[config.mk]
export PLATFORM = sky130hd
export DESIGN_NAME = wb_to_mem
export DESIGN_NICKNAME = d
export VERILOG_FILES = /design/src/soc_pkg.sv /design/src/wb_to_mem.sv
export VERILOG_INCLUDE_DIRS = /design/src
export SDC_FILE = /design/constraint.sdc
export NUM_CORES = 1
export LEC_CHECK = 0
export BUFFER_PORTS_ARGS = -buffer_cell sky130_fd_sc_hd__clkbuf_2
export CORE_MARGIN = 1.5
export CORE_UTILIZATION = 39
export CTS_CLUSTER_DIAMETER = 150
export CTS_CLUSTER_SIZE = 14
export DETAILED_ROUTE_END_ITERATION = 16
export PLACE_DENSITY = 0.86
export SYNTH_ARGS = -nofsm -noshare
export SYNTH_HDL_FRONTEND = slang
export SYNTH_SLANG_ARGS = --single-unit
[constraint.sdc]
create_clock -name clk -period 12.5 [get_ports clk]
set_input_delay 0.625 -clock clk [delete_from_list [all_inputs] [get_ports clk]]
set_output_delay 0.625 -clock clk [all_outputs]
set_load 0.01 [all_outputs]
[src/soc_macros.svh]
`ifndef SOC_MACROS_SVH
`define SOC_MACROS_SVH

// wishbone byte address and data widths
`define SOC_ADDR_WIDTH 16
`define SOC_DATA_WIDTH 32

// words per on-chip memory, 4 KiB each
`define SOC_MEM_WORDS 1024

// number of leds and switches
`define SOC_GPIO_WIDTH 16

// cycles the internal reset is held after the external one
`define SOC_RST_STRETCH 16

`endif

[src/soc_pkg.sv]
`include "soc_macros.svh"

package soc_pkg;

    // wishbone byte address
    typedef logic [`SOC_ADDR_WIDTH-1:0] addr_t;

    // data word and its byte selects
    typedef logic [`SOC_DATA_WIDTH-1:0] data_t;
    typedef logic [`SOC_DATA_WIDTH/8-1:0] strb_t;

    // slave chosen by the two top address bits
    typedef enum logic [1:0] {
        region_mem0 = 2'b00,
        region_mem1 = 2'b01,
        region_gpio = 2'b10,
        region_none = 2'b11
    } region_e;

endpackage

[src/wb_to_mem.sv]
`timescale 1ns/1ps
`include "soc_macros.svh"

module wb_to_mem (
    input  logic                       clk,
    input  logic                       rst,

    input  logic                       stb,
    input  logic                       cyc,
    input  logic                       we,
    input  soc_pkg::addr_t             adr,
    input  soc_pkg::strb_t             sel,
    input  soc_pkg::data_t             dat_w,
    output soc_pkg::data_t             dat_r,
    output logic                       ack,

    output logic                       mem_req,
    output logic                       mem_we,
    output logic [`SOC_ADDR_WIDTH-3:0] mem_addr,
    output soc_pkg::strb_t             mem_be,
    output soc_pkg::data_t             mem_wdata,
    input  soc_pkg::data_t             mem_rdata
);

    import soc_pkg::*;

    typedef enum logic [1:0] {
        IDLE,
        REQ,
        ACK
    } state_e;

    state_e state;
    state_e state_next;
    logic   start;

    logic                       we_q;
    logic [`SOC_ADDR_WIDTH-3:0] addr_q;
    strb_t                      be_q;
    data_t                      wdata_q;

    assign start = (state == IDLE) && cyc && stb;

    always_ff @(posedge clk) begin
        if (rst) begin
            state <= IDLE;
        end else begin
            state <= state_next;
        end
    end

    // one memory request per bus cycle
    always_comb begin
        state_next = state;
        case (state)
            IDLE: begin
                if (start) begin
                    state_next = REQ;
                end
            end
            REQ:     state_next = ACK;
            ACK:     state_next = IDLE;
            default: state_next = IDLE;
        endcase
    end

    // request captured as the cycle is accepted
    always_ff @(posedge clk) begin
        if (start) begin
            we_q    <= we;
            addr_q  <= adr[`SOC_ADDR_WIDTH-1:2];
            be_q    <= sel;
            wdata_q <= dat_w;
        end
    end

    assign mem_req   = (state == REQ);
    assign mem_we    = we_q;
    assign mem_addr  = addr_q;
    assign mem_be    = be_q;
    assign mem_wdata = wdata_q;

    // memory output is registered and lands in the ack cycle
    assign ack   = (state == ACK);
    assign dat_r = mem_rdata;

endmodule

==> flow_summary.json <==
{
  "status": "finished clean",
  "holdWs_ns": 0.4932,
  "diodes": 0,
  "postLayoutCellArea_um2": 2335,
  "final.fill_count": 391,
  "cts_tree": "built",
  "hold_class": "in -> reg",
  "worstMarginPinSlew_ns": 0.7666,
  "drive_gt1_share_pct": 69.14,
  "drt_iter0_markers": 51,
  "place_ws_ns": 10.14,
  "clockBufferDepth": 2,
  "setup_violations": 0,
  "setup_slack_ns": 10.50,
  "clkTransAtPathRegs_ns": 0.09,
  "drc": 0,
  "wirelength_mm": 3.589,
  "syn_avg_cell_area_um2": 20.54,
  "cts.sinks": 53,
  "pwr_density_cell_nw_per_um2": 138.5,
  "p_leak_nw": 1.010,
  "hold_violations": 0,
  "grt_pass1_wl_mm": 4.609,
  "cpMaxStageDelayCell": "nor3_2",
  "syn_nets": 180,
  "place_area_um2": 2245,
  "fp.coreArea_um2": 4661,
  "multi_input_area_um2": 62.56,
  "critPathLaunchType": "primary input",
  "crit_family": "simple AND/OR/NAND/NOR gates",
  "first_global_vias": 958,
  "detailroute.via_count": 1040,
  "placed_cells": 221,
  "power_uw": 323.4,
  "antenna_found_initial": 0,
  "fin_crit_ns": 2.002,
  "ir_worst_vdd_mv": 0.05123,
  "gr-total-overflow": 0,
  "die_area_um2": 5217,
  "port_buffers": 107,
  "drv_slew": 0,
  "grt.total_usage_pct": 12.47,
  "path_max_fanout": 42,
  "place_hpwl_mm": 2.832,
  "grt_max_degree": 43,
  "drtPass1Iterations": 4,
  "synth_cells": 91,
  "final_common_cell": "clkbuf_2",
  "synth_sequential_area_ratio_pct": 84.07,
  "max-cap-violations": 0,
  "crit_arrival_ns": 1.95,
  "critPathBufInv": 2,
  "cts_setup_buffers": 0,
  "cts_resized": 0,
  "gp_congestion": 0.6645,
  "synthDistinctLibCells": 8,
  "die_h_um": 72.23,
  "finClkSkew_ns": 0.002955,
  "htreeDepth": 2,
  "tns_ns": 0,
  "fp.dieW_um": 72.23,
  "floorplan.initialDensity_pct": 40.11,
  "rsz0062_at_grt": "no",
  "critPathCaptureType": "flop",
  "rows": 25,
  "yosys_warnings": 0,
  "crit_type": "in -> reg",
  "seqCellArea_um2": 1572,
  "fmax_ghz": 0.4996,
  "routedWlPerCell_um": 15.67,
  "ys_ff_latch": 53,
  "cts_buffers": 5,
  "period_share_pct": 16.01,
  "slowest_delay_ns": 0.59,
  "clk_latency_ns": 0.30,
  "syn_to_final_growth_pct": 24.90,
  "slew_headroom_pct": 48.62,
  "required_ns": 12.45,
  "cts_root_buffer": "clkbuf_8",
  "cts_hold_buf": 0,
  "viasPerCell": 4.541,
  "path_cells": "clkbuf_2 -> nand2_1 -> nor3_2 -> buf_4",
  "syn_area_um2": 1869,
  "pin_count": 174,
  "instances_no_fill": 229,
  "nets": 263,
  "utilization_pct": 50.09,
  "drtAntennaViolNets": 0,
  "most-common-layout-cells": "clkbuf_2 (107), edfxtp_1 (51), clkbuf_8 (5)"
}
-- routing by layer --
layer,part of all wire (%),vias up,track usage [%]
li1,-,461,-
met1,31,477,10.62
met2,49,78,20.88
met3,14,24,6.389
met4,5.2,0,11.32
met5,0,-,0
-- cells in the mapped netlist --
cell,number,area (um2)
nor2b_4,2,27.53
dfxtp_1,2,40.04
nand2_1,1,3.750
and2b_2,1,8.760
edfxtp_1,51,1531
nor3_1,1,5.000
nor4_2,1,12.51
buf_4,32,240.2
-- cell type report --
| cell class | instances | share of cell area, % |
|---|---|---|
| timing repair buffer | 108 | 23.26 |
| multi-input combinational | 6 | 2.680 |
| sequential | 53 | 67.31 |
| tap | 54 | 2.894 |
| clock inverter | 3 | 0.9110 |
| clock buffer | 5 | 2.947 |
-- cells by family (layout without fill, tap and decap cells) --
logic type,after synthesis,after routing,synth area share [%]
flip-flops,53,53,84.07
buffers and inverters,32,116,12.85
AND/OR/NAND/NOR,6,6,3.079
-- power by group --
part | internal (mW) | switching (mW)
sequential | 0.204 | 0.00200
clock | 0.0398 | 0.0543
combinational | 0.0111 | 0.0125
-- flip-flops by register name (all words and copies together) (netlist names) --
| register | cells |
|---|---|
| mem_addr | 14 |
| mem_be | 4 |
| mem_we | 1 |
| mem_wdata | 32 |
| state | 2 |
-- worst register-to-register path: stages, from the launching register on --
cell     delay, ns
dfxtp_1       0.37
nor3_2        0.66
buf_4         0.57
-- final timing paths --
check                              from                      end  slack [ns]  depth (start not counted)
hold / removal                  adr[15]   mem_addr[13]$_DFFE_PP_        0.49                          1
setup reg to reg  state[1]$_SDFFE_PP0P_  mem_wdata[16]$_DFFE_PP_       10.54                          2
hold reg to reg   state[0]$_SDFFE_PP0P_    state[0]$_SDFFE_PP0P_        0.50                          1
setup / recovery                    stb  mem_wdata[16]$_DFFE_PP_       10.50                          4
(Power assumes the default switching activity.)
