**config.mk**
```make
export PLATFORM = sky130hd
export DESIGN_NAME = wb_decoder
export DESIGN_NICKNAME = d
export VERILOG_FILES = /design/src/soc_pkg.sv /design/src/wb_decoder.sv
export VERILOG_INCLUDE_DIRS = /design/src
export SDC_FILE = /design/constraint.sdc
export NUM_CORES = 1
export LEC_CHECK = 0
export ABC_AREA = 1
export BUFFER_PORTS_ARGS = -buffer_cell sky130_fd_sc_hd__buf_4
export CORE_AREA = 2 2 74 76
export CTS_CLUSTER_DIAMETER = 50
export DETAILED_ROUTE_END_ITERATION = 7
export DIE_AREA = 0 0 76 78
export HOLD_SLACK_MARGIN = 0.08
export SLEW_MARGIN = 20
export SYNTH_ARGS = -nofsm -noshare
export SYNTH_HDL_FRONTEND = slang
export SYNTH_SLANG_ARGS = --single-unit
```
**constraint.sdc**
```tcl
create_clock -name clk -period 1.2 [get_ports clk]
set_clock_uncertainty 0.2 [all_clocks]
set_input_delay 0.18 -clock clk [delete_from_list [all_inputs] [get_ports clk]]
set_output_delay 0.18 -clock clk [all_outputs]
set_load 0.005 [all_outputs]
```
**src/soc_macros.svh**
```systemverilog
`ifndef SOC_MACROS_SVH
`define SOC_MACROS_SVH

// wishbone byte address and data widths
`define SOC_ADDR_WIDTH 16
`define SOC_DATA_WIDTH 32

// words per on-chip memory, 4 KiB each
`define SOC_MEM_WORDS 1024

// number of leds and switches
`define SOC_GPIO_WIDTH 16

// cycles the internal reset is held after the external one
`define SOC_RST_STRETCH 16

`endif

```
**src/soc_pkg.sv**
```systemverilog
`include "soc_macros.svh"

package soc_pkg;

    // wishbone byte address
    typedef logic [`SOC_ADDR_WIDTH-1:0] addr_t;

    // data word and its byte selects
    typedef logic [`SOC_DATA_WIDTH-1:0] data_t;
    typedef logic [`SOC_DATA_WIDTH/8-1:0] strb_t;

    // slave chosen by the two top address bits
    typedef enum logic [1:0] {
        region_mem0 = 2'b00,
        region_mem1 = 2'b01,
        region_gpio = 2'b10,
        region_none = 2'b11
    } region_e;

endpackage

```
**src/wb_decoder.sv**
```systemverilog
`timescale 1ns/1ps
`include "soc_macros.svh"

module wb_decoder (
    input  logic            clk,
    input  logic            rst,

    input  logic            wb_cyc,
    input  logic            wb_stb,
    input  logic            wb_we,
    input  soc_pkg::addr_t  wb_adr,
    input  soc_pkg::strb_t  wb_sel,
    input  soc_pkg::data_t  wb_dat_w,
    output soc_pkg::data_t  wb_dat_r,
    output logic            wb_ack,

    output logic            stb_mem0,
    output logic            stb_mem1,
    output logic            stb_gpio,
    input  logic            ack_mem0,
    input  logic            ack_mem1,
    input  logic            ack_gpio,
    input  soc_pkg::data_t  dat_mem0,
    input  soc_pkg::data_t  dat_mem1,
    input  soc_pkg::data_t  dat_gpio
);

    import soc_pkg::*;

    region_e region;
    logic    ack_none;

    assign region = region_e'(wb_adr[`SOC_ADDR_WIDTH-1 -: 2]);

    // strobe goes to the addressed slave only
    assign stb_mem0 = wb_cyc && wb_stb && (region == region_mem0);
    assign stb_mem1 = wb_cyc && wb_stb && (region == region_mem1);
    assign stb_gpio = wb_cyc && wb_stb && (region == region_gpio);

    // unmapped space answers by itself, one cycle after stb
    always_ff @(posedge clk) begin
        if (rst) begin
            ack_none <= 1'b0;
        end else begin
            ack_none <= wb_cyc && wb_stb && (region == region_none) && !ack_none;
        end
    end

    // return path, unmapped reads give zero
    always_comb begin
        case (region)
            region_mem0: begin
                wb_ack   = ack_mem0;
                wb_dat_r = dat_mem0;
            end
            region_mem1: begin
                wb_ack   = ack_mem1;
                wb_dat_r = dat_mem1;
            end
            region_gpio: begin
                wb_ack   = ack_gpio;
                wb_dat_r = dat_gpio;
            end
            default: begin
                wb_ack   = ack_none;
                wb_dat_r = '0;
            end
        endcase
    end

endmodule

```
==> summary.md <==
| Metric | Value |
|---|---|
| Crit path capture type | `output pin` |
| Adder-Cell Fraction of Synth Area | `0` |
| Setup crit start kind | `input port` |
| Slew headroom | `0.889` |
| Post-Route WL | `4.53 mm` |
| Setup tns final | `-2440 ps` |
| LEAKAGE | `1.26 nW` |
| Gr ovfl total | `0` |
| R2R depth | `2` |
| Mapped Cells | `156` |
| Post-Synth Simple-Gate Area | `0.824` |
| Syn nets | `312` |
| Final Cycle Share | `1.09` |
| GP Congestion | `0.726` |
| Area Growth Syn to Fin | `198%` |
| Drt drc | `0` |
| Most flops, register | `ack_none` |
| WHS | `144 ps` |
| Synth Area in Compound Gates | `0` |
| Post-Syn Area | `762 µm²` |
| Crit-path slowest cell | `nor2_4` |
| Largest registers | `ack_none (1)` |
| Netlist cell types | `11` |
| Max VDD drop | `0.000244 V` |
| Initial antenna violation count | `0` |
| N_diodes | `0` |
| Largest family of logic cells by synthesized area | `simple AND/OR/NAND/NOR gates` |
| Overall power | `0.843 mW` |
| Worst EP required | `820 ps` |
| Final slew viol count | `0` |
| Post-Syn Area per Cell | `4.88 µm²` |
| First-pass DRT Iterations | `4` |
| Core ar. | `5040 µm²` |
| Setup CP Type | `input port to output pin` |
| Hpwl dp | `3.24 mm` |
| Fillers | `527` |
| Register Area | `20.0 µm²` |
| Final core utilization | `0.450` |
| Initial core utilization | `0.151` |
| Setup ws final | `-112 ps` |
| Arr. time, crit path | `930 ps` |
| Register area share after synthesis | `0.0263` |
| Initial DRC count | `47` |
| Pin count of the biggest net entering global routing | `18` |
| Failing checks | `negative setup slack` |
| Syn. warnings | `0` |
| MaxCap Viol Count | `0` |
| CP max stage delay | `140 ps` |
| # IOs | `192` |
| Clock latency at the later pin of the worst-skew pair | `0 ps` |
| XOR/XNOR Fraction of Synth Area | `0` |
| Dpl ws | `-135 ps` |
| Hold-critical path depth | `2` |
| Crit path cell chain | `buf_12, nor2_4, buf_12, clkbuf_16, nand2_2, nand3_2, buf_6` |
| Number of global-route vias before repair | `1465` |
| First-pass GRT wire length | `6.61 mm` |
| Final ANT Viol Nets | `0` |
| Most frequent cells in the layout | `buf_4 (128), nand2_1 (80), nand3_2 (18), nand3_1 (17)` |
| Die area | `5930 µm²` |
| Mux share of post-synthesis cell area | `0` |
| RSZ-0062 raised after global routing | `true` |
| DIE HEIGHT | `78 µm` |
| Worst-margin pin slew | `165 ps` |
| Hold Vio Cnt, Final | `0` |
| PD cells | `371 nW/µm²` |
| Worst path most repeated cell | `buf_12` |
| Vias | `1566` |
| Area of the multi-input gates | `783 µm²` |
| Per-cell routed wire length | `12.3 µm` |
| Fraction of layout instances using a drive strength above 1 | `0.656` |
| Die width | `76 µm` |
| GRT Total Usage | `0.128` |
| Worst-path clk slew | `0 ps` |
| Worst hold-check path type | `input port to register` |
| Flops & latches, synth | `1` |
| Min Tclk post-route | `1310 ps` |
| Max reg flops | `1` |
| Status | `finished with violations` |
| Critical path peak fanout | `5` |
| Final net count | `457` |
| Via density | `4.24` |
| Highest Clock Rate | `762 MHz` |
| Final Setup Violations | `33` |
| Most common cell after layout, fill and taps aside | `buf_4` |
| Std-Cell Rows | `26` |
| Port bufs | `140` |
[metrics by stage]
| stage | cell area, µm² | cells |
|---|---|---|
| floorplan | 762 | 156 |
| global placement | 1950 | 365 |
| detailed placement | 1950 | 365 |
| CTS | 2000 | 367 |
| global route | 2270 | 369 |
| finish | 2270 | 369 |
[critical path, delay by kind of cell]
kind          cells  cell delay [ps]
buf+inv           4              490
simple gates      3              260
[path summary, 6_finish.rpt]
kind	from	to	slack (ps)
worst max register to register	ack_none	ack_none	370
worst min register to register	ack_none	ack_none	300
worst min-delay path	rst	ack_none	140
worst max-delay path	wb_adr[14]	wb_dat_r[0]	-110
[synthesized netlist by cell type (all sizes together)]
cell type | count | share of area
buf | 11 | 0.13
dfxtp | 1 | 0.026
nand3 | 35 | 0.23
nand2 | 98 | 0.48
nand4 | 1 | 0.0082
inv | 2 | 0.016
nor3 | 4 | 0.026
nor2 | 3 | 0.067
nand3b | 1 | 0.0099
[layer usage]
metal  vias up  global-route usage  wire [µm]
met5         -                   0          0
met4         0              0.0145         55
met3         6              0.0291        354
met2        75               0.249       2470
met1       696               0.146       1660
li1        789                   -          -
[power by group]
part | switching, mW | internal [mW] | leakage [nW]
sequential | 0.000230 | 0.0345 | 0.00809
combinational | 0.290 | 0.518 | 1.25
clock | 0 | 0 | 0
total | 0.291 | 0.553 | 1.26
[area by class of cell]
| cell class | instances | share of cell area |
|---|---|---|
| repair buffers | 154 | 0.602 |
| well taps | 70 | 0.0386 |
| inverters | 2 | 0.00551 |
| flip-flops and latches | 1 | 0.00882 |
| multi-input cells | 142 | 0.345 |
[repair_timing]
action,CTS,global route
hold buffers,0,0
resized for setup,5,57
setup buffers,2,0
cloned,1,2
pin swaps,1,19
endpoints found under the setup margin,35,35
[logic make-up after synthesis]
logic type,count (synthesis)
buffers and inverters,13
flip-flops,1
AND/OR/NAND/NOR,142
Power figures use the tool's default switching activity.
