**config.mk**
```make
export PLATFORM = sky130hd
export DESIGN_NAME = rst_stretch
export DESIGN_NICKNAME = d
export VERILOG_FILES = /design/src/rst_stretch.sv
export VERILOG_INCLUDE_DIRS = /design/src
export SDC_FILE = /design/constraint.sdc
export NUM_CORES = 1
export LEC_CHECK = 0
export BUFFER_PORTS_ARGS = -buffer_cell sky130_fd_sc_hd__buf_2
export CORE_AREA = 2 2 39 41
export DETAILED_ROUTE_END_ITERATION = 12
export DIE_AREA = 0 0 41 43
export GPL_ROUTABILITY_DRIVEN = 0
export PLACE_DENSITY_LB_ADDON = 0.05
export SLEW_MARGIN = 20
export SYNTH_ARGS = -nofsm -noshare
export SYNTH_HDL_FRONTEND = slang
export SYNTH_SLANG_ARGS = --single-unit
```
**constraint.sdc**
```tcl
create_clock -name clk -period 1.3 [get_ports clk]
set_input_delay 0.13 -clock clk [delete_from_list [all_inputs] [get_ports clk]]
set_output_delay 0.13 -clock clk [all_outputs]
set_load 0.05 [all_outputs]
```
**src/soc_macros.svh**
```systemverilog
`ifndef SOC_MACROS_SVH
`define SOC_MACROS_SVH

// wishbone byte address and data widths
`define SOC_ADDR_WIDTH 16
`define SOC_DATA_WIDTH 32

// words per on-chip memory, 4 KiB each
`define SOC_MEM_WORDS 1024

// number of leds and switches
`define SOC_GPIO_WIDTH 16

// cycles the internal reset is held after the external one
`define SOC_RST_STRETCH 16

`endif

```
**src/rst_stretch.sv**
```systemverilog
`timescale 1ns/1ps
`include "soc_macros.svh"

module rst_stretch (
    input  logic clk,
    input  logic rst,
    output logic rst_sys
);

    localparam int CNT_W = $clog2(`SOC_RST_STRETCH + 1);

    logic [CNT_W-1:0] cnt;
    logic             hold;

    // reload while the external reset is high, count down after it
    always_ff @(posedge clk) begin
        if (rst) begin
            cnt  <= CNT_W'(`SOC_RST_STRETCH);
            hold <= 1'b1;
        end else if (cnt != '0) begin
            cnt <= cnt - 1'b1;
        end else begin
            hold <= 1'b0;
        end
    end

    // rises with rst at once, falls a full stretch later
    assign rst_sys = rst | hold;

endmodule

```
==> results <==
- The run finished with clean final reports.
- The number of global-route vias before repair is 252.
- The maximum resistive drop on vdd is 0.670 mV.
- The number of hold-slack violations in the final timing report is 0.
- The cell chosen for the clock root is clkbuf_4.
- In this design, the stage delay of the slowest critical-path cell is 0.33 ns.
- During I/O placement, the number of pins put on the boundary was 3.
- 0 antenna diodes ended up in the layout.
- Final hold analysis gives a worst-case slack of 0.204 ns.
- The number of cells on the worst reg-to-reg path is 4.
- Global routing consumed, over all layers together, 10.0% of the routing resources.
- The number of sinks on the clock net is 6.
- The path type of the worst min-delay path is in -> reg.
- Overall power consumption after layout is estimated at 1.01 mW.
- The internal power of the cells totals 0.663 mW.
- The first TritonRoute pass finished after 3 iterations.
- The unique cell type count in the Yosys netlist is 19.
- In the final layout, flip-flops and latches occupy 123 sq um.
- The critical path in this run is classified as reg -> reg.
- STA puts the critical path data required time at 1.43 ns.
- The critical path capture point type is a flip-flop.
- The vias after detailed routing is 239.
- The worst hold path was traced through 2 stages.
- The internal reg-to-reg setup slack is 0.03 ns.
- In this run the critical register-to-register path is captured at cnt[0].
- The combinational share of power is 46.8%.
- The layout overhead on the synthesized area is 28.1%.
- Among all stages on the critical path, the largest delay is contributed by mux2_4.
- After detailed routing, the number of vias per cell comes to 4.51.
- The actual slew at the worst max-slew pin is 0.347 ns.
- Traced cell by cell, the critical path runs through inv_2 > ha_4 > nor4b_4 > mux2_4.
- Dividing the detail-routed wire length by the instance count gives 11.8 microns.
- Buffers inserted to repair hold after CTS numbered 0.
- The share of the clock period used by the worst path after layout is 97.9%.
- The effective utilization at floorplan is 23.8%.
- The count of unresolved DRC violations after routing is 0.
- Once detail routing completed, the nets flagged for antenna violations numbered 0.
- The terminating pin of the worst hold path is cnt[3].
- The first global-routing pass estimated 1.13 mm of wire.
- The clock tree from TritonCTS is yes.
- The horizontal extent of the die is 41 microns.
- The Yosys step of the flow raised 0 warnings.
- The global route total overflow is 0.
- The cell count after synthesis came out at 30.
- Static timing analysis puts the maximum clock frequency at 0.786 GHz.
- Sequential elements use 36.5% of the synthesized area.
- The H-tree depth reported by CTS is 1.
- Power spread over the standard cell area amounts to 2410 nW/um^2.
- The cell class contributing the biggest share of worst-path delay is multiplexers.
- The mapped netlist covers 329 sq um.
- Input and output buffers added on the ports amount to 2.
- At the worst endpoint, the arrival time is 1.40 ns.
- The startpoint identified for the worst register-to-register timing path is cnt[1].
- The number of design-rule violations left by the first detailed-router iteration is 3.
- The worst setup path is launched from a flip-flop.
- The top cell types in the final layout, fill and taps aside, are dfxtp_1, nor2_1, clkbuf_4, buf_4.
- The worst clock skew is 0.000111 ns.
- Of all nets on the critical path, the largest fanout is 3.
- The longest clock path from root to sink contains 2 buffers.
- The number of buffer and inverter stages on the critical path is 1.
- The multi-input combinational cells in the finished layout cover a total of 213 sq um.
- Setup repair after global routing could not meet its margin everywhere.
- Net switching is 34.7% of the power.
- The static power due to leakage is 0.173 nW.
- Of the cells placed in the final design, the portion with a size suffix greater than 1 is 56.8%.
- The total detailed-routing wirelength is 627 microns.
- The die extent in y is 43 microns.
- The CTS buffer count is 3.
- The die covers 1760 sq um.
- Entering global routing, the biggest net connects 11 pins.
- The number of nets handed over by synthesis was 34.
- The clock transition at the register clock pins on the worst setup and hold paths after CTS is 0.05 ns.
- The final net count is 43.
- The share of total power dissipated in the clock network is 16.9%.
- The final period demand of the worst path is 1.27 ns.
- Measured against its own limit, the worst slew margin works out to 76.7%.
- Max-cap violations in this run came to 0.
- The clock insertion delay at the later pin of the skew report is 0.24 ns.
- The initial antenna violation count is 0.
- The mean cell area of the mapped netlist is 11.0 sq um.
- The number of slew-limit violations in the final report was 0.
- In this run the standard cell core region covers 1380 sq um.
- The setup violation total in the final timing report is 0.
- Leaving out fill and tap cells, the most frequent cell in the layout is dfxtp_1.
- Row generation in the floorplan step produced 14 rows.
- Fill cells in the final layout number 145.
- The switching power of the nets is 0.352 mW.
- Sequential cells burn 36.3% of the power.
- Synthesis inferred 6 register bits.
- The startpoint identified for the worst hold timing path is rst.
## per-stage QoR
step / TNS (ns) / utilization [%] / instances / worst slack, ns / instance area (sq um)
6_report: 0 / 30.5 / 53 / 0.0272 / 422
5_1_grt: -0.0780 / 30.5 / 53 / -0.0372 / 422
4_1_cts: 0 / 29.8 / 53 / 0.00465 / 413
3_5_place_dp: -0.0842 / 26.6 / 50 / -0.0358 / 368
3_3_place_gp: -0.0353 / 26.6 / 50 / -0.0261 / 368
2_1_floorplan: -0.0143 / - / 30 / -0.0143 / 329
## final cells by class
| cell class | instances | share of cell area (%) |
|---|---|---|
| clock buffers | 3 | 5.34 |
| inverters | 3 | 2.67 |
| multi-input cells | 20 | 50.4 |
| repair buffers | 5 | 7.72 |
| flip-flops and latches | 6 | 29.1 |
| well taps | 16 | 4.75 |
## worst register-to-register path, stage by stage (launching register included)
cell and delay (ns):
dfxtp_2 0.31, inv_2 0.07, ha_4 0.13, nor4b_4 0.31
mux2_4 0.33
## metal layers
layer / vias up / GRT usage, % / share of wire [%]
met4: 0 / 6.00 / 0
met3: 0 / 4.71 / 2.9
met2: 4 / 13.4 / 50
li1: 122 / - / -
met1: 113 / 12.5 / 47
met5: - / 0 / 0
## how the worst max path moves through the flow
stage,slack (ns),cells past startpoint,startpoint,to
after floorplan,-0.01,4,cnt[0],cnt[1]
after global placement,-0.03,4,cnt[0],cnt[1]
after detailed placement,-0.04,4,cnt[0],cnt[1]
after CTS,0.005,4,cnt[0],cnt[4]
after global routing,-0.04,4,cnt[1],cnt[1]
final,0.03,4,cnt[1],cnt[0]
## synthesized netlist by cell type
library cell  count  share of area [%]
dfxtp_1           6                 37
inv_1             3                3.4
nor2_1            3                3.4
ha_1              2                7.6
nor2b_1           2                3.8
a211oi_2          1                3.8
a2bb2oi_1         1                2.7
clkbuf_8          1                4.2
mux2_1            1                3.4
mux2_2            1                3.4
nand4bb_1         1                3.4
nor3_1            1                1.5
nor4b_4           1                7.2
o21bai_1          1                2.3
o31ai_1           1                2.3
or2_2             1                1.9
or4_4             1                3.4
or4b_1            1                3.0
xnor2_1           1                2.7
## power groups by stage
stage	Sequential, mW	Combinational (mW)	Clock (mW)
floorplan	0.351	0.305	0
detailed placement	0.361	0.411	0
global placement	0.358	0.396	0
global route	0.383	0.519	0.201
CTS	0.363	0.464	0.183
finish	0.369	0.474	0.171
## sequential cells by signal (all words and copies together), names as in the netlist
| signal | count |
|---|---|
| cnt | 5 |
| hold | 1 |
## cell families (layout without fill, tap and decap cells)
logic type      after synthesis  count (layout)  share of synthesized area (%)
mux                           2               2                           6.84
compound gates                4               4                           11.0
simple gates                 11              11                           27.8
fa+ha+maj                     2               2                           7.60
buf+inv                       4              11                           7.60
flops                         6               6                           36.5
xor+xnor                      1               1                           2.66
## timing repair
action	4_1_cts	5_1_grt
resized for setup	7	3
setup endpoints to repair	3	3
buffers inserted	0	0
pin swaps	1	0
Power figures use the tool's default switching activity.
