[src/soc_macros.svh]
`ifndef SOC_MACROS_SVH
`define SOC_MACROS_SVH

// wishbone byte address and data widths
`define SOC_ADDR_WIDTH 16
`define SOC_DATA_WIDTH 32

// words per on-chip memory, 4 KiB each
`define SOC_MEM_WORDS 1024

// number of leds and switches
`define SOC_GPIO_WIDTH 16

// cycles the internal reset is held after the external one
`define SOC_RST_STRETCH 16

`endif

[src/soc_pkg.sv]
`include "soc_macros.svh"

package soc_pkg;

    // wishbone byte address
    typedef logic [`SOC_ADDR_WIDTH-1:0] addr_t;

    // data word and its byte selects
    typedef logic [`SOC_DATA_WIDTH-1:0] data_t;
    typedef logic [`SOC_DATA_WIDTH/8-1:0] strb_t;

    // slave chosen by the two top address bits
    typedef enum logic [1:0] {
        region_mem0 = 2'b00,
        region_mem1 = 2'b01,
        region_gpio = 2'b10,
        region_none = 2'b11
    } region_e;

endpackage

[src/gpio_regs.sv]
`timescale 1ns/1ps
`include "soc_macros.svh"

module gpio_regs (
    input  logic                       clk,
    input  logic                       rst,

    input  logic                       stb,
    input  logic                       we,
    input  soc_pkg::addr_t             adr,
    input  soc_pkg::strb_t             sel,
    input  soc_pkg::data_t             dat_w,
    output soc_pkg::data_t             dat_r,
    output logic                       ack,

    input  logic [`SOC_GPIO_WIDTH-1:0] sw,
    output logic [`SOC_GPIO_WIDTH-1:0] led
);

    import soc_pkg::*;

    localparam int W  = `SOC_GPIO_WIDTH;
    localparam int NB = W / 8;

    logic [W-1:0] led_q;
    logic [W-1:0] sw_meta;
    logic [W-1:0] sw_sync;
    logic         ack_q;
    logic         done;
    logic         access;

    // served once per strobe, rearmed when stb drops
    assign access = stb && !ack_q && !done;

    always_ff @(posedge clk) begin
        if (rst) begin
            ack_q <= 1'b0;
            done  <= 1'b0;
        end else begin
            ack_q <= access;
            if (!stb) begin
                done <= 1'b0;
            end else if (ack_q) begin
                done <= 1'b1;
            end
        end
    end

    // led register, 0x0 writes by byte, 0x8 toggles
    always_ff @(posedge clk) begin
        if (rst) begin
            led_q <= '0;
        end else if (access && we) begin
            case (adr[3:2])
                2'd0: begin
                    for (int b = 0; b < NB; b++) begin
                        if (sel[b]) begin
                            led_q[8*b +: 8] <= dat_w[8*b +: 8];
                        end
                    end
                end
                2'd2:    led_q <= led_q ^ dat_w[W-1:0];
                default: led_q <= led_q;
            endcase
        end
    end

    // two-flop synchronizer for the switches
    always_ff @(posedge clk) begin
        sw_meta <= sw;
        sw_sync <= sw_meta;
    end

    always_comb begin
        case (adr[3:2])
            2'd0:    dat_r = data_t'(led_q);
            2'd1:    dat_r = data_t'(sw_sync);
            2'd2:    dat_r = data_t'(led_q);
            default: dat_r = '0;
        endcase
    end

    assign ack = ack_q;
    assign led = led_q;

endmodule

[config.mk]
export PLATFORM = sky130hd
export DESIGN_NAME = gpio_regs
export DESIGN_NICKNAME = d
export VERILOG_FILES = /design/src/soc_pkg.sv /design/src/gpio_regs.sv
export VERILOG_INCLUDE_DIRS = /design/src
export SDC_FILE = /design/constraint.sdc
export NUM_CORES = 1
export LEC_CHECK = 0
export BUFFER_PORTS_ARGS = -buffer_cell sky130_fd_sc_hd__buf_4
export CAP_MARGIN = 20
export CORE_MARGIN = 1
export CORE_UTILIZATION = 43
export DETAILED_ROUTE_END_ITERATION = 7
export PLACE_DENSITY = 0.78
export SETUP_SLACK_MARGIN = 0.5
export SYNTH_ARGS = -nofsm -noshare
export SYNTH_HDL_FRONTEND = slang
export SYNTH_SLANG_ARGS = --single-unit
export TNS_END_PERCENT = 1
[constraint.sdc]
create_clock -name clk -period 2.3 [get_ports clk]
set_clock_uncertainty 0.05 [all_clocks]
set_input_delay 0.69 -clock clk [delete_from_list [all_inputs] [get_ports clk]]
set_output_delay 0.69 -clock clk [all_outputs]
set_load 0.005 [all_outputs]
==> metrics.yaml, run 1 <==
status:
  status: "finished with violations"
  violations: "design-rule violations"
layout:
  syn_to_final_growth_pct: 32.1
  finish.utilization: 0.604
  layout_common_cells: "buf_4, dfxtp_1, o21ai_1"
  drive_gt1_frac: 0.312
  final_common_cell: "buf_4"
  n_antenna_cell: 0
  num-fill-cells: 406
  finalNetCount: 364
worst_setup_path:
  arrival_ns: 1.39
  crit_required_ns: 1.56
  r2r_cells: 3
  critical_path.startpoint_type: "primary input"
  cpPeakStageDelay_ns: 0.31
  crit_cells: 5
  crit_buf_inv: 2
  critical_path.top_delay_family: "simple AND/OR/NAND/NOR gates"
  crit_fanout: 8
  cp_slowest_cell: "and2b_4"
  criticalPathCategory: "in2out"
  cp_cell_sequence: "buf_6, and2b_4, nand2_1, o21ai_1, buf_4"
  cp-end-kind: "output port"
min_path:
  hold_class: "reg2reg"
  hold_depth: 0
synthesis:
  synthFlopType: "dfxtp_1"
  ys_seq_area_frac: 0.492
  synthAdderAreaFrac: 0
  yosys_warnings: 0
  synth-simple-area-share: 0.170
  synth.area.mux_share: 0
  ys_ff_latch: 50
  synth_enable_flop_cells: 0
  synth_xor_area_frac: 0
  async_flop_share: 0
  synth_cell_types: 32
  synth.avg_cell_area_um2: 9.28
  synthesis.area_um2: 2030
  syn_inst: 219
  synth_top_family_by_area: "compound AO/OA/AOI/OAI gates"
  synth-compound-area-share: 0.212
sta:
  worst_pin_slew_ns: 0.532
  hold_viol_final: 0
  fin_crit_sh: 0.928
  period_minus_slack_ns: 2.13
  fin_hold_ws_ns: 0.282
  tns_ns: 0
  fmax_mhz: 468
  slew_headroom: 0.646
  grt_setup_unrepaired: "yes"
  final_max_slew_viol_count: 0
  setup_violations: 0
placed_design:
  gp_congestion: 0.784
  io_buffers: 72
  dp_hpwl_um: 3350
clocking:
  cts_buffers: 5
  worstSkewPairLatency_ns: 0.30
  hold_buffers: 0
  cts_max_level: 2
  cts.sinks: 50
  max-clock-path-buffers: 2
  cts_tree: "yes"
  post_cts_buffers: 0
  cts_root_buffer: "clkbuf_8"
  clk_pin_slew_ns: 0.08
power_and_ir_drop:
  p_comb_frac: 0.144
  finalPower_w: 0.00179
  max-vdd-ir-drop_uv: 422
  p_switching_w: 0.000424
  p_clk_frac: 0.334
  pwr-share-seq: 0.522
  power.density_nw_per_um2: 665
  internal_power_w: 0.00136
  sw_frac_of_total: 0.237
  p_leak_nw: 1.17
grt:
  grt_start_max_net_pins: 25
  grt.met1_usage: 0.257
  busiest_layer: "met2"
  grt_util_all_layers: 0.203
  grt_util_met2: 0.339
  grt_use_met3: 0.0385
  antenna_found_initial: 0
  grt_overflow_total: 0
  grt_pass1_vias: 1749
  grt_pass1_wl_um: 7940
floorplan:
  fp-row-count: 24
  start_util: 0.457
  core_region_area_um2: 4440
  die_area_um2: 5010
  die_x_um: 70.8
  die_h_um: 70.8
  boundaryPins: 121
routing:
  vias_per_cell: 5.41
  wire_per_inst_um: 14.5
  drc: 15
  drtPass1Iterations: 7
  drtIter0Drc: 131
  vias: 1862
  wl_um: 4990
  ant_nets: 0
run:
  cap_violations: 0
## layout make-up
| cell class | count | area, µm² | share of cell area |
|---|---|---|---|
| Inverter | 16 | 60.1 | 0.0224 |
| Clock buffer | 5 | 68.8 | 0.0256 |
| Timing Repair Buffer | 79 | 601 | 0.224 |
| Clock inverter | 2 | 38.8 | 0.0144 |
| Sequential cell | 50 | 1000 | 0.373 |
| Multi-Input combinational cell | 140 | 852 | 0.317 |
| Tap cell | 52 | 65.1 | 0.0242 |
## logic make-up after synthesis
kind of cell / count (synthesis)
DFF: 50
AOI/OAI and AO/OA: 65
buffers and inverters: 45
other: 1
and+or+nand+nor: 58
## path summary, 6_finish.rpt
kind,slack [ns],start,end
max,0.17,adr[3],dat_r[0]
min,0.28,sw_meta[6]$_DFF_P_,sw_sync[6]$_DFF_P_
max reg2reg,0.85,ack$_SDFF_PP0_,led[14]$_SDFFE_PP0P_
min reg2reg,0.28,sw_meta[6]$_DFF_P_,sw_sync[6]$_DFF_P_
## through the flow
stage	instance area, µm²	setup slack (ns)	cells
4_1_cts	2680	0.161	344
5_1_grt	2690	0.125	344
3_3_place_gp	2560	-0.00935	336
2_1_floorplan	2110	0.297	234
3_5_place_dp	2560	-0.00669	336
6_report	2690	0.165	344
## worst register-to-register path, cell delays in order, from the launching register on
cell and delay, ns:
dfxtp_1 0.36, nand4bb_1 0.42, o31ai_1 0.36, a31oi_1 0.13
## power groups by stage
stage | clock network (W) | registers, W | logic, W
2_1_floorplan | 0 | 0.000949 | 0.000138
3_3_place_gp | 0 | 0.000951 | 0.000244
3_5_place_dp | 0 | 0.000952 | 0.000250
4_1_cts | 0.000610 | 0.000933 | 0.000256
5_1_grt | 0.000640 | 0.000938 | 0.000281
6_report | 0.000597 | 0.000933 | 0.000257
## synthesized netlist by cell type (2+ instances only)
library cell | n | share of area
buf_4 | 16 | 0.059
nor3b_1 | 8 | 0.030
buf_2 | 7 | 0.017
clkbuf_1 | 3 | 0.0055
o211a_1 | 7 | 0.034
nor2b_1 | 7 | 0.022
inv_1 | 16 | 0.030
nand2_1 | 15 | 0.028
o21ai_1 | 7 | 0.017
a21oi_1 | 7 | 0.017
dfxtp_1 | 50 | 0.49
o21ai_0 | 16 | 0.039
buf_6 | 2 | 0.011
nand2b_1 | 2 | 0.0062
o31ai_1 | 8 | 0.030
o32ai_1 | 7 | 0.030
a31oi_1 | 9 | 0.028
nor2_1 | 2 | 0.0037
nand3_1 | 9 | 0.022
nand4_1 | 9 | 0.028
## flip-flops by register name (all words and copies together), names as in the netlist
name	count
sw_sync	16
done	1
ack	1
sw_meta	16
led	16
## what timing repair did
| item | CTS | global route |
|---|---|---|
| pin swaps | 1 | 0 |
| cloned | 1 | 0 |
| setup endpoints to repair | 16 | 16 |
| gates resized for setup | 5 | 4 |
## routing by layer
metal / vias up / wire length [µm]
met5: - / 0
met4: 0 / 71
met3: 9 / 319
met2: 81 / 2440
met1: 882 / 2160
li1: 890 / -
Note: power is estimated with default switching activity, not from simulation.
==> run 2, diff against run 1 <==
==> constraint.sdc (replaced) <==
create_clock -name clk -period 2.3 [get_ports clk]
set_clock_uncertainty 0.05 [all_clocks]
set_input_delay 0.115 -clock clk [delete_from_list [all_inputs] [get_ports clk]]
set_output_delay 0.115 -clock clk [all_outputs]
set_load 0.005 [all_outputs]
==> run 2 against run 1 <==
Effect of this change: the run still ends with design-rule violations left; via count fell by 0.48%; sequential power barely moved; clock-buffer cell count rose by 2; core utilization increased by 2.2 points; critical path type unchanged; highest routed layer unchanged.
==> metrics.yaml, run 2 (same netlist as run 1, synthesis figures left out) <==
worst_setup_path:
  crit_fanout: 30
  critical_path.top_delay_family: "simple AND/OR/NAND/NOR gates"
  r2r_cells: 3
  cp_slowest_cell: "and2b_1"
  crit_buf_inv: 2
  cpPeakStageDelay_ns: 0.55
  cp-end-kind: "output port"
  cp_cell_sequence: "buf_4, and2b_1, nand2_1, o21ai_0, buf_4"
  critical_path.startpoint_type: "primary input"
  arrival_ns: 1.39
  crit_cells: 5
  crit_top_cell: "buf_4"
  criticalPathCategory: "in2out"
  crit_required_ns: 2.13
layout:
  syn_to_final_growth_pct: 36.9
  final_common_cell: "buf_4"
  finalNetCount: 374
  drive_gt1_frac: 0.271
  final_area_um2: 2780
  layout_common_cells: "buf_4, dfxtp_1"
  n_antenna_cell: 0
  final_cells: 355
floorplan:
  start_util: 0.457
  core_region_area_um2: 4440
  fp-row-count: 24
  die_h_um: 70.8
  boundaryPins: 121
  die_area_um2: 5010
  die_x_um: 70.8
routing:
  vias: 1853
  drtIter0Drc: 117
  ant_nets: 0
  wire_per_inst_um: 13.8
  wl_um: 4890
  drc: 14
  vias_per_cell: 5.22
  drtPass1Iterations: 6
clocking:
  cts_tree: "yes"
  cts_max_level: 2
  clk_pin_slew_ns: 0.09
  worstSkewPairLatency_ns: 0.30
  cts_root_buffer: "clkbuf_8"
  cts.repair.resized: 0
  max-clock-path-buffers: 2
  cts_buffers: 5
  cts.sinks: 50
grt:
  grt_overflow_total: 0
  grt_pass1_wl_um: 8010
  grt_util_all_layers: 0.205
  antenna_found_initial: 0
  grt_pass1_vias: 1743
  grt_start_max_net_pins: 31
placed_design:
  io_buffers: 72
  dp_hpwl_um: 3270
  placed_area_um2: 2520
  gp_congestion: 0.754
  placed_cells: 331
power_and_ir_drop:
  power.density_nw_per_um2: 647
  finalPower_w: 0.00180
  p_leak_nw: 1.20
  max-vdd-ir-drop_uv: 465
min_path:
  hold_class: "in2reg"
  hold_depth: 3
sta:
  grt_setup_unrepaired: "no"
  fin_hold_ws_ns: 0.0372
  final_max_slew_viol_count: 0
  slew_headroom: 0.555
  hold_viol_final: 0
  worst_pin_slew_ns: 0.667
  fin_crit_sh: 0.676
  fmax_mhz: 643
  period_minus_slack_ns: 1.55
  setup_violations: 0
  tns_ns: 0
status:
  status: "finished with violations"
  violations: "design-rule violations"
run:
  cap_violations: 0
[run 2: cell count changes in the layout (fill, tap and decap cells not counted), sizes merged]
cell / before / now
buf: 79 / 74
clkinv: 1 / 0
clkbuf: 5 / 7
dlygate4sd3: 0 / 16
and2b: 2 / 1
[run 2: per-layer routing]
layer  up-vias  global-route usage  share of wire
li1        911                   -              -
met1       861               0.246           0.43
met2        71               0.331           0.48
met3        10              0.0641          0.067
met4         0               0.107          0.020
met5         -                   0              0
[run 2: per-stage QoR]
stage | worst slack (ns) | util
6_report | 0.745 | 0.626
3_5_place_dp | 0.770 | 0.566
3_3_place_gp | 0.794 | 0.566
4_1_cts | 0.754 | 0.626
2_1_floorplan | 1.02 | -
5_1_grt | 0.546 | 0.626
[run 2: path summary, 6_finish.rpt]
check	from	endpoint	slack [ns]
setup / recovery	adr[2]	dat_r[5]	0.75
hold / removal	stb	done$_SDFFE_PP0P_	0.04
hold reg to reg	sw_meta[13]$_DFF_P_	sw_sync[13]$_DFF_P_	0.28
setup reg to reg	ack$_SDFF_PP0_	led[14]$_SDFFE_PP0P_	0.86
[run 2: what timing repair did]
item                                   4_1_cts  5_1_grt
hold buffers                                16        0
buffers inserted                             0        0
setup endpoints to repair                    0        0
endpoints found under the hold margin       16        0
[run 2: tightest hold or removal path, stage by stage]
cell	delay (ns)
buf_4	0.09
nand2b_1	0.07
nor2_1	0.08
[run 2: area by class of cell]
class | instances | area, µm²
Fill cell | 372 | 1660
Timing Repair Buffer | 90 | 716
Tap cell | 52 | 65.1
Sequential cell | 50 | 1000
Clock inverter | 1 | 30.0
Multi-Input combinational cell | 139 | 836
Inverter | 16 | 60.1
Clock buffer | 7 | 76.3
[run 2: where the power goes]
| group | total [W] | leakage, nW | switching [W] | internal, W |
|---|---|---|---|---|
| logic | 0.000262 | 0.736 | 0.000122 | 0.000140 |
| registers | 0.000932 | 0.416 | 0.0000219 | 0.000911 |
| clock network | 0.000606 | 0.0524 | 0.000280 | 0.000326 |
| total | 0.00180 | 1.20 | 0.000424 | 0.00138 |
==> run 3, diff against run 2 <==
- CORE_UTILIZATION: 43 -> 39
- PLACE_DENSITY: 0.78 -> 0.75
- clock period: 2.3 -> 1.36 ns (I/O delays scaled with it)
==> run 3 against run 2 <==
Effect of this change: the flow finishes with violations (negative setup slack); global-route usage decreased by 0.53 points; largest cell class unchanged; design area increased by 7.8%; critical path type is now reg2reg; non-clock buffer count increased by 9; total power increased by 86%.
==> metrics.yaml, run 3 (same netlist as run 1, synthesis figures left out) <==
status:
  status: "finished with violations"
  violations: "negative setup slack"
grt:
  antenna_found_initial: 0
  grt_overflow_total: 0
  grt_pass1_vias: 1804
  grt_util_all_layers: 0.200
  grt_pass1_wl_um: 8290
  grt_start_max_net_pins: 25
power_and_ir_drop:
  p_leak_nw: 1.29
  finalPower_w: 0.00335
  power.density_nw_per_um2: 1120
  max-vdd-ir-drop_uv: 727
routing:
  wl_um: 5390
  vias: 1950
  drc: 0
  ant_nets: 0
  drtPass1Iterations: 4
  drtIter0Drc: 101
  vias_per_cell: 5.15
  wire_per_inst_um: 14.2
clocking:
  cts.sinks: 50
  cts_max_level: 2
  worstSkewPairLatency_ns: 0.30
  max-clock-path-buffers: 2
  cts_buffers: 5
  cts_tree: "yes"
  clk_pin_slew_ns: 0.10
  cts_root_buffer: "clkbuf_8"
floorplan:
  die_x_um: 74.2
  core_region_area_um2: 4880
  fp-row-count: 25
  die_h_um: 74.2
  die_area_um2: 5510
  start_util: 0.417
  boundaryPins: 121
layout:
  n_antenna_cell: 0
  final_area_um2: 3000
  seq_area_um2: 1010
  num-fill-cells: 446
  multi_input_area_um2: 852
  syn_to_final_growth_pct: 47.6
  drive_gt1_frac: 0.337
  final_common_cell: "buf_4"
  finalNetCount: 383
  layout_common_cells: "buf_4, dfxtp_1, dlygate4sd3_1"
worst_setup_path:
  criticalPathCategory: "reg2reg"
  crit_fanout: 12
  timing.rr.end: "led[12]$_SDFFE_PP0P_"
  r2r_cells: 5
  rr_startpoint: "ack$_SDFF_PP0_"
  critical_path.startpoint_type: "flop"
  cp-end-kind: "flop"
  arrival_ns: 1.55
  r2r_slack_ns: -0.008
  crit_required_ns: 1.55
min_path:
  hold_class: "in2reg"
  hold_depth: 3
  min-delay-start: "dat_w[9]"
  hold_end: "led[9]$_SDFFE_PP0P_"
sta:
  fin_hold_ws_ns: 0.0157
  final_max_slew_viol_count: 0
  fin_crit_sh: 1.01
  setup_violations: 2
  slew_headroom: 0.495
  period_minus_slack_ns: 1.37
  fmax_mhz: 731
  grt_setup_unrepaired: "yes"
  tns_ns: -0.0146
  worst_pin_slew_ns: 0.755
  hold_viol_final: 0
  fin_ws_ns: -0.00779
placed_design:
  dp_hpwl_um: 3400
  placed_area_um2: 2590
  gp_congestion: 0.714
  io_buffers: 72
run:
  cap_violations: 0
[run 3: cell count changes in the layout (fill, tap and decap cells not counted), moves of 2 or more]
cell       delta
o21ai_0       -6
clkbuf_16     +2
inv_2         +3
inv_1         -3
clkbuf_1      -2
dfxtp_2       +5
o21ai_1       +3
dfxtp_1       -6
buf_6         +5
o21ai_2       +3
[run 3: final cells by class]
cell class              count  share of cell area
flip-flops and latches     50               0.337
multi-input cells         139               0.284
repair buffers             99               0.284
well taps                  67              0.0279
clock buffers               6              0.0275
clock inverters             2              0.0200
inverters                  16              0.0200
[run 3: metal layers]
| metal | wire length, µm | track usage | part of all wire | vias to the layer above |
|---|---|---|---|---|
| li1 | - | - | - | 929 |
| met1 | 2400 | 0.254 | 0.44 | 925 |
| met2 | 2580 | 0.335 | 0.48 | 88 |
| met3 | 325 | 0.0407 | 0.060 | 8 |
| met4 | 81 | 0.0705 | 0.015 | 0 |
| met5 | 0 | 0 | 0 | - |
[run 3: timing repair]
item | in CTS | in global routing
pin swaps | 0 | 11
resized for setup | 0 | 24
gates cloned | 0 | 2
hold endpoints to repair | 17 | 0
hold buffers | 17 | 0
endpoints found under the setup margin | 49 | 49
setup buffers | 0 | 1
[run 3: report_power, final]
part,switching (W),internal [W]
registers,0.0000411,0.00154
logic,0.000226,0.000277
clock network,0.000484,0.000784
total,0.000751,0.00260
[run 3: how the worst max path moves through the flow]
| stage | from | end | slack (ns) |
|---|---|---|---|
| finish | ack$_SDFF_PP0_ | led[12]$_SDFFE_PP0P_ | -0.008 |
| global route | ack$_SDFF_PP0_ | led[15]$_SDFFE_PP0P_ | -0.07 |
| CTS | done$_SDFFE_PP0P_ | led[15]$_SDFFE_PP0P_ | 0.02 |
| detailed placement | adr[3] | led[15]$_SDFFE_PP0P_ | 0.05 |
| global placement | done$_SDFFE_PP0P_ | led[15]$_SDFFE_PP0P_ | 0.10 |
| floorplan | done$_SDFFE_PP0P_ | led[6]$_SDFFE_PP0P_ | 0.1 |
[run 3: through the flow]
step / worst slack [ns] / util / cells
floorplan: 0.0959 / - / 234
global placement: 0.105 / 0.530 / 351
detailed placement: 0.0508 / 0.530 / 351
CTS: 0.0188 / 0.594 / 376
global route: -0.0686 / 0.615 / 379
finish: -0.00779 / 0.615 / 379
[run 3: worst max-delay path: stages (launching register included)]
cell and delay [ns]:
dfxtp_4 0.37, nor4b_4 0.28, buf_6 0.17, clkbuf_16 0.16
nand4_1 0.10, a31oi_1 0.17
